--- config.mk ---
export PLATFORM = sky130hd
export DESIGN_NAME = um245Bridge
export DESIGN_NICKNAME = d
export VERILOG_FILES = /design/src/hw/busTypesPkg.sv /design/src/hw/hostTypesPkg.sv /design/src/hw/busSampler.sv /design/src/hw/byteRing.sv /design/src/hw/flagSequencer.sv /design/src/hw/um245Bridge.sv
export SDC_FILE = /design/constraint.sdc
export NUM_CORES = 1
export LEC_CHECK = 0
export BUFFER_PORTS_ARGS = -buffer_cell sky130_fd_sc_hd__buf_2
export CAP_MARGIN = 40
export CORE_MARGIN = 10
export CORE_UTILIZATION = 30
export DETAILED_ROUTE_END_ITERATION = 8
export GPL_TIMING_DRIVEN = 0
export PLACE_DENSITY_LB_ADDON = 0.05
export SKIP_LAST_GASP = 1
export SYNTH_ARGS = -nofsm -noshare
export SYNTH_HDL_FRONTEND = slang
export SYNTH_HIERARCHICAL = 1
export SYNTH_SLANG_ARGS = --single-unit
--- constraint.sdc ---
create_clock -name _RD -period 4.4 [get_ports _RD]
set_input_delay 0.88 -clock _RD [delete_from_list [all_inputs] [get_ports _RD]]
set_output_delay 0.88 -clock _RD [all_outputs]
set_load 0.1 [all_outputs]
--- src/hw/busTypesPkg.sv ---
package busTypesPkg;

    // one-cycle pulses decoded from the synchronized bus strobes
    typedef struct packed {
        logic rdStart;  // rdN fell
        logic rdEnd;    // rdN rose
        logic wrStart;  // wr fell
        logic wrEnd;    // wr rose
    } busEvent;

    // One machine per direction walks through these states.
    // rxfN is active in flagReady and flagBusy, txeN only in flagReady.
    typedef enum logic [1:0] {
        flagIdle    = 2'd0,  // no data or no space
        flagReady   = 2'd1,  // flag driven low
        flagBusy    = 2'd2,  // strobe held low by processor
        flagRecover = 2'd3   // inactivity count running
    } flagState;

endpackage

--- src/hw/hostTypesPkg.sv ---
package hostTypesPkg;

    // Byte stream entry. The same shape is used for host pushes into the
    // receive ring and for bus writes into the transmit ring.
    typedef struct packed {
        logic [7:0] data;
        logic       strobe;  // one cycle per byte
    } hostByte;

    // ring occupancy as seen from outside
    typedef struct packed {
        logic        empty;
        logic        full;
        logic [15:0] count;  // wide enough for either ring
    } ringStatus;

endpackage

--- src/hw/busSampler.sv ---
module busSampler import busTypesPkg::*; (
    input  logic    _RD,
    input  logic    rstN,
    input  logic    rdN,
    input  logic    wr,
    output busEvent events
);

    logic [1:0] rdSync;  // [0] may go metastable
    logic [1:0] wrSync;
    logic       rdLast;  // previous synchronized level
    logic       wrLast;

    // two-flop synchronizers, parked at the idle level
    always_ff @(posedge _RD or negedge rstN) begin
        if (!rstN) begin
            rdSync <= 2'b11;
            wrSync <= 2'b11;
        end else begin
            rdSync <= {rdSync[0], rdN};
            wrSync <= {wrSync[0], wr};
        end
    end

    // Edge register. A pin edge first seen at clock edge n shows up as an
    // event pulse launched at edge n+2, i.e. on the third sampling edge.
    always_ff @(posedge _RD or negedge rstN) begin
        if (!rstN) begin
            rdLast <= 1'b1;
            wrLast <= 1'b1;
            events <= '0;
        end else begin
            rdLast         <= rdSync[1];
            wrLast         <= wrSync[1];
            events.rdStart <= rdLast & ~rdSync[1];  // falling
            events.rdEnd   <= ~rdLast & rdSync[1];  // rising
            events.wrStart <= wrLast & ~wrSync[1];
            events.wrEnd   <= ~wrLast & wrSync[1];
        end
    end

endmodule

--- src/hw/byteRing.sv ---
module byteRing import hostTypesPkg::*; #(
    parameter int depth = 16
) (
    input  logic       _RD,
    input  logic       rstN,
    input  hostByte    push,
    input  logic       pop,
    output logic [7:0] head,
    output ringStatus  status
);

    localparam int idxW = (depth > 1) ? $clog2(depth) : 1;
    localparam logic [idxW-1:0] lastIdx = idxW'(depth - 1);

    logic [7:0]      mem [depth];
    logic [idxW-1:0] rdIdx;
    logic [idxW-1:0] wrIdx;
    logic [15:0]     count;
    logic            doPush;
    logic            doPop;

    assign doPush = push.strobe && !status.full;  // dropped when full
    assign doPop  = pop && !status.empty;         // ignored when empty

    always_ff @(posedge _RD) begin
        if (doPush) begin
            mem[wrIdx] <= push.data;
        end
    end

    always_ff @(posedge _RD or negedge rstN) begin
        if (!rstN) begin
            rdIdx <= '0;
            wrIdx <= '0;
            count <= '0;
        end else begin
            if (doPush) begin
                wrIdx <= (wrIdx == lastIdx) ? '0 : wrIdx + idxW'(1);  // wrap, any depth
            end
            if (doPop) begin
                rdIdx <= (rdIdx == lastIdx) ? '0 : rdIdx + idxW'(1);
            end
            case ({doPush, doPop})
                2'b10: count <= count + 16'd1;
                2'b01: count <= count - 16'd1;
                default: count <= count;  // both or neither
            endcase
        end
    end

    assign head = mem[rdIdx];  // oldest byte, valid when not empty

    assign status = '{
        empty: (count == 16'd0),
        full:  (count == 16'(depth)),
        count: count
    };

    countInRange: assert property (@(posedge _RD) disable iff (!rstN)
        count <= 16'(depth));

endmodule

--- src/hw/flagSequencer.sv ---
module flagSequencer import busTypesPkg::*, hostTypesPkg::*; #(
    parameter int recoveryCycles = 3
) (
    input  logic       _RD,
    input  logic       rstN,
    input  busEvent    events,
    input  logic [7:0] dataIn,
    input  logic [7:0] rxHead,
    input  ringStatus  rxStatus,
    input  ringStatus  txStatus,
    output logic       rxPop,
    output hostByte    txPush,
    output logic [7:0] dataOut,
    output logic       dataOe,
    output logic       rxfN,
    output logic       txeN,
    output logic       protocolErr
);

    localparam int cntW = (recoveryCycles > 1) ? $clog2(recoveryCycles) : 1;
    localparam logic [cntW-1:0] cntLoad = cntW'(recoveryCycles - 1);

    flagState        rdState;
    flagState        rdNext;
    flagState        wrState;
    flagState        wrNext;
    logic [cntW-1:0] rdCnt;  // recovery cycles left
    logic [cntW-1:0] wrCnt;
    logic            rdAccept;
    logic            rdRelease;
    logic            wrAccept;

    assign rdAccept  = events.rdStart && (rdState == flagReady);
    assign rdRelease = events.rdEnd && (rdState == flagBusy);
    assign wrAccept  = events.wrStart && (wrState == flagReady);

    assign rxPop  = rdRelease;  // pop at end of read
    assign txPush = '{data: dataIn, strobe: wrAccept};

    always_comb begin
        rdNext = rdState;
        case (rdState)
            flagIdle: begin
                if (!rxStatus.empty) begin
                    rdNext = flagReady;
                end
            end
            flagReady: begin
                if (rdAccept) begin
                    rdNext = flagBusy;
                end
            end
            flagBusy: begin
                if (rdRelease) begin
                    rdNext = flagRecover;
                end
            end
            default: begin  // flagRecover, ring status already reflects the pop
                if (rdCnt == '0) begin
                    rdNext = rxStatus.empty ? flagIdle : flagReady;
                end
            end
        endcase
    end

    always_comb begin
        wrNext = wrState;
        case (wrState)
            flagIdle: begin
                if (!txStatus.full) begin
                    wrNext = flagReady;
                end
            end
            flagReady: begin
                if (wrAccept) begin
                    wrNext = flagBusy;
                end
            end
            flagBusy: begin
                if (events.wrEnd) begin
                    wrNext = flagRecover;
                end
            end
            default: begin
                if (wrCnt == '0) begin
                    wrNext = txStatus.full ? flagIdle : flagReady;  // back-pressure
                end
            end
        endcase
    end

    // read direction
    always_ff @(posedge _RD or negedge rstN) begin
        if (!rstN) begin
            rdState <= flagIdle;
            rdCnt   <= '0;
            rxfN    <= 1'b1;
            dataOe  <= 1'b0;
        end else begin
            rdState <= rdNext;
            rxfN    <= !(rdNext == flagReady || rdNext == flagBusy);
            if (rdRelease) begin
                rdCnt <= cntLoad;
            end else if (rdState == flagRecover && rdCnt != '0) begin
                rdCnt <= rdCnt - cntW'(1);
            end
            if (rdAccept) begin
                dataOe <= 1'b1;
            end else if (rdRelease) begin
                dataOe <= 1'b0;
            end
        end
    end

    always_ff @(posedge _RD) begin
        if (rdAccept) begin
            dataOut <= rxHead;  // held for the whole strobe
        end
    end

    // write direction, starts in recovery so txeN stays off after reset
    always_ff @(posedge _RD or negedge rstN) begin
        if (!rstN) begin
            wrState <= flagRecover;
            wrCnt   <= cntLoad;
            txeN    <= 1'b1;
        end else begin
            wrState <= wrNext;
            txeN    <= (wrNext != flagReady);
            if (events.wrEnd && wrState == flagBusy) begin
                wrCnt <= cntLoad;
            end else if (wrState == flagRecover && wrCnt != '0) begin
                wrCnt <= wrCnt - cntW'(1);
            end
        end
    end

    // sticky until reset
    always_ff @(posedge _RD or negedge rstN) begin
        if (!rstN) begin
            protocolErr <= 1'b0;
        end else if ((events.rdStart && rxfN) || (events.wrStart && txeN)) begin
            protocolErr <= 1'b1;
        end
    end

    oeNotIdle: assert property (@(posedge _RD) disable iff (!rstN)
        dataOe |-> rdState != flagIdle);

    // rxfN must stay off for the full inactivity period after a read
    rxfRecovery: assert property (@(posedge _RD) disable iff (!rstN)
        rxPop |=> rxfN [*recoveryCycles]);

endmodule

--- src/hw/um245Bridge.sv ---
module um245Bridge import busTypesPkg::*, hostTypesPkg::*; #(
    parameter int rxDepth        = 16,
    parameter int txDepth        = 8,
    parameter int recoveryCycles = 3
) (
    input  logic       _RD,
    input  logic       rstN,
    input  hostByte    rxPush,
    input  logic       txTake,
    input  logic       rdN,
    input  logic       wr,
    input  logic [7:0] dataIn,
    output logic       rxFull,
    output logic       txValid,
    output logic [7:0] txByte,
    output logic [7:0] dataOut,
    output logic       dataOe,
    output logic       rxfN,
    output logic       txeN,
    output logic       protocolErr
);

    busEvent    events;
    ringStatus  rxStatus;
    ringStatus  txStatus;
    logic [7:0] rxHead;
    logic       rxPop;
    hostByte    txPush;  // bus writes toward host

    busSampler sampler (
        ._RD    (_RD),
        .rstN   (rstN),
        .rdN    (rdN),
        .wr     (wr),
        .events (events)
    );

    // host to processor
    byteRing #(
        .depth (rxDepth)
    ) rxRing (
        ._RD    (_RD),
        .rstN   (rstN),
        .push   (rxPush),
        .pop    (rxPop),
        .head   (rxHead),
        .status (rxStatus)
    );

    // processor to host, popped directly by txTake
    byteRing #(
        .depth (txDepth)
    ) txRing (
        ._RD    (_RD),
        .rstN   (rstN),
        .push   (txPush),
        .pop    (txTake),
        .head   (txByte),
        .status (txStatus)
    );

    flagSequencer #(
        .recoveryCycles (recoveryCycles)
    ) sequencer (
        ._RD         (_RD),
        .rstN        (rstN),
        .events      (events),
        .dataIn      (dataIn),
        .rxHead      (rxHead),
        .rxStatus    (rxStatus),
        .txStatus    (txStatus),
        .rxPop       (rxPop),
        .txPush      (txPush),
        .dataOut     (dataOut),
        .dataOe      (dataOe),
        .rxfN        (rxfN),
        .txeN        (txeN),
        .protocolErr (protocolErr)
    );

    assign rxFull  = rxStatus.full;
    assign txValid = !txStatus.empty;

endmodule

==> impl_metrics.yaml <==
outcome:
  outcome: "completed"
synthesis:
  yosys_register_bits: 268
  synth_area_um2: 12200
  yosysSeqAreaShare: 0.634
  netlist.area_leader.share: 0.493
  synth_top_flop_cell: "edfxtp_1"
  synth.most_common_cell: "edfxtp_1"
  async_flop_share: 0.254
  synthTopCellsByCount: "edfxtp_1 (200), dfrtp_1 (57), mux4_2 (48)"
  synth-edff-count: 200
  syn_inst: 807
  syn_area_per_cell_um2: 15.1
  synth_area_leaders: "edfxtp_1 (49%), dfrtp_1 (12%), mux4_2 (8.9%)"
  yosysTopAreaCell: "edfxtp_1"
  syn_nets: 872
  ys_warn_count: 6
  ys_types: 78
layout:
  final_cells: 1442
  fillers: 3817
  drive_gt1_frac: 0.248
  area_delta_synth_final_pct: 16.7
  antenna_cells: 0
  nets: 958
worst_setup_path:
  worstPathMaxFanout: 18
  cp.arrival_ns: 4.39
  required_ns: 4.84
  path_class: "reg -> reg"
  r2r-start: "rxRing/count[5]"
  start_kind: "flip-flop"
  crit_start: "rxRing/count[5]"
  endpoint_kind: "flip-flop"
global_routing:
  grt_pass1_wl_um: 44100
  first_global_vias: 7538
  met1_usage: 0.153
  grt_use_total: 0.113
  grt_use_met2: 0.182
  busiest_layer: "met2"
  gr-usage-met3: 0.0204
  grt_max_degree: 58
  antenna_found_initial: 0
  grt.overflow.total: 0
cts:
  htree_num_levels: 1
  cts_setup_buffers: 0
  cts_resized: 1
  clk_root_buffer_cell: "clkbuf_16"
  cts_tree: "yes"
  clk_latency_ns: 0.56
  cts_made_buffers: 31
  clk_pin_slew_ns: 0.06
  clockBufferDepth: 3
  cts_hold_buf: 0
  clock-sinks: 268
sta:
  slew_violations: 0
  hold_viol_final: 0
  fmax_mhz: 253
  finClkSkew_ns: 0.00891
  fin_crit_sh: 0.897
  fin_crit_ns: 3.95
  setup_viol: 0
  timing.slew.headroom: 0.424
  rsz0062_at_grt: "no"
  worst_pin_slew_ns: 0.862
routing:
  ant_nets: 0
  vias: 7122
  wl_per_cell_um: 19.6
  vias_per_cell: 4.94
  wl_um: 28200
  first_iter_violations: 446
  drt-pass1-iter-count: 6
  drc: 0
power:
  power.density_nw_per_um2: 670
  ir_drop_mv: 0.444
  total_power_uw: 9530
  power.leakage_uw: 0.00520
hold_path:
  hp-class: "in -> async"
die:
  dieWidth_um: 222
  initial_utilization: 0.305
  io_pins: 44
  core-area_um2: 39900
  fp.dieArea_um2: 49100
  num_rows: 73
  die_h_um: 222
placed_design:
  place.gp.congestion: 0.768
  placedCellCount: 1385
  port_buffers: 35
  dp_hpwl_um: 19500
flow_run:
  max-cap-violations: 0
==> metal layers <==
metal	wire (µm)	up-vias
met2	13200	121
li1	-	3306
met1	13300	3653
met5	0	-
met4	580	0
met3	1110	42
==> metrics by stage <==
step	util	instance area (µm²)	hold slack, ns	setup TNS [ns]	worst slack [ns]
floorplan	-	12200	0.345	0	0.950
global placement	0.326	13000	0.347	0	0.0540
detailed placement	0.331	13200	0.352	-0.0585	-0.0288
CTS	0.356	14200	0.138	0	0.148
global route	0.356	14200	0.142	0	0.0263
finish	0.356	14200	0.176	0	0.453
==> cells in the final DEF (no fill, tap or decap), types with 17 or more instances in the layout <==
cell,n
edfxtp_1,200
mux4_2,48
mux2_2,20
nand2_1,44
ha_1,39
buf_4,27
a21oi_1,35
clkbuf_1,17
o21ai_0,34
clkbuf_16,31
buf_2,40
nor2_1,29
dfrtp_1,57
inv_1,27
==> worst paths after layout <==
kind	to	slack [ns]	cells after the start
max	rxRing/count[12]	0.45	14
min	txRing/count[6]	0.18	1
max reg2reg	rxRing/count[12]	0.45	14
min reg2reg	sampler/rdSync[1]	0.36	0
max in group asynchronous	sampler/rdSync[0]	3.61	2
min in group _RD	sampler/rdSync[1]	0.36	0
==> sequential cells by signal, summed over array words and instances, names as in the netlist <==
| signal | cells |
|---|---|
| sequencer/wrCnt | 2 |
| sequencer/rxfN | 1 |
| txRing/wrIdx | 3 |
| sampler/rdLast | 1 |
| sampler/wrSync | 2 |
| rxRing/mem | 128 |
| sequencer/dataOe | 1 |
| txRing/count | 16 |
| sequencer/protocolErr | 1 |
| sequencer/rdState | 2 |
| txRing/mem | 64 |
| sequencer/rdCnt | 2 |
| sequencer/dataOut | 8 |
| sequencer/wrState | 2 |
| sampler/rdSync | 2 |
| txRing/rdIdx | 3 |
| sampler/wrLast | 1 |
| rxRing/rdIdx | 4 |
| rxRing/wrIdx | 4 |
| sampler/events | 4 |
| rxRing/count | 16 |
| sequencer/txeN | 1 |
==> where the power goes <==
group	internal [µW]	switching [µW]	total (µW)	leakage (µW)
Combinational	1390	2260	3650	0.00211
Sequential	3150	268	3420	0.00261
Clock	1450	1000	2460	0.000480
Total	6000	3530	9530	0.00520
==> layout make-up <==
cell class / instances / area [µm²] / share of cell area
multi-input cells: 470 / 4170 / 0.294
inverters: 28 / 105 / 0.00739
plain buffers: 41 / 233 / 0.0164
clock buffers: 34 / 787 / 0.0554
well taps: 525 / 657 / 0.0462
clock inverters: 23 / 188 / 0.0132
repair buffers: 53 / 352 / 0.0247
flip-flops and latches: 268 / 7720 / 0.543
==> cells by family (layout without fill, tap and decap cells) <==
kind of cell,Yosys count,count (layout),share of synthesized area
adder cells (fa/ha/maj),43,43,0.0454
AO/OA/AOI/OAI,148,148,0.0819
XOR/XNOR,23,23,0.0165
flip-flops,268,268,0.634
buffers and inverters,69,179,0.0277
AND/OR/NAND/NOR,176,176,0.0775
multiplexers,80,80,0.117
==> worst max-delay path, cell delays in order, from the launching register on <==
cell and delay, ns:
dfrtp_1 0.40, nor4_1 0.45, and4_1 0.31, nand2_1 0.08, and2_1 0.18, buf_2 0.17, inv_2 0.18, ha_4 0.33
ha_1 0.34, a21o_1 0.25, a311oi_1 0.36, nor2_1 0.16, a21oi_1 0.30, o21ai_0 0.17, o211a_1 0.14
No activity file was read; power rests on OpenSTA's default activity.
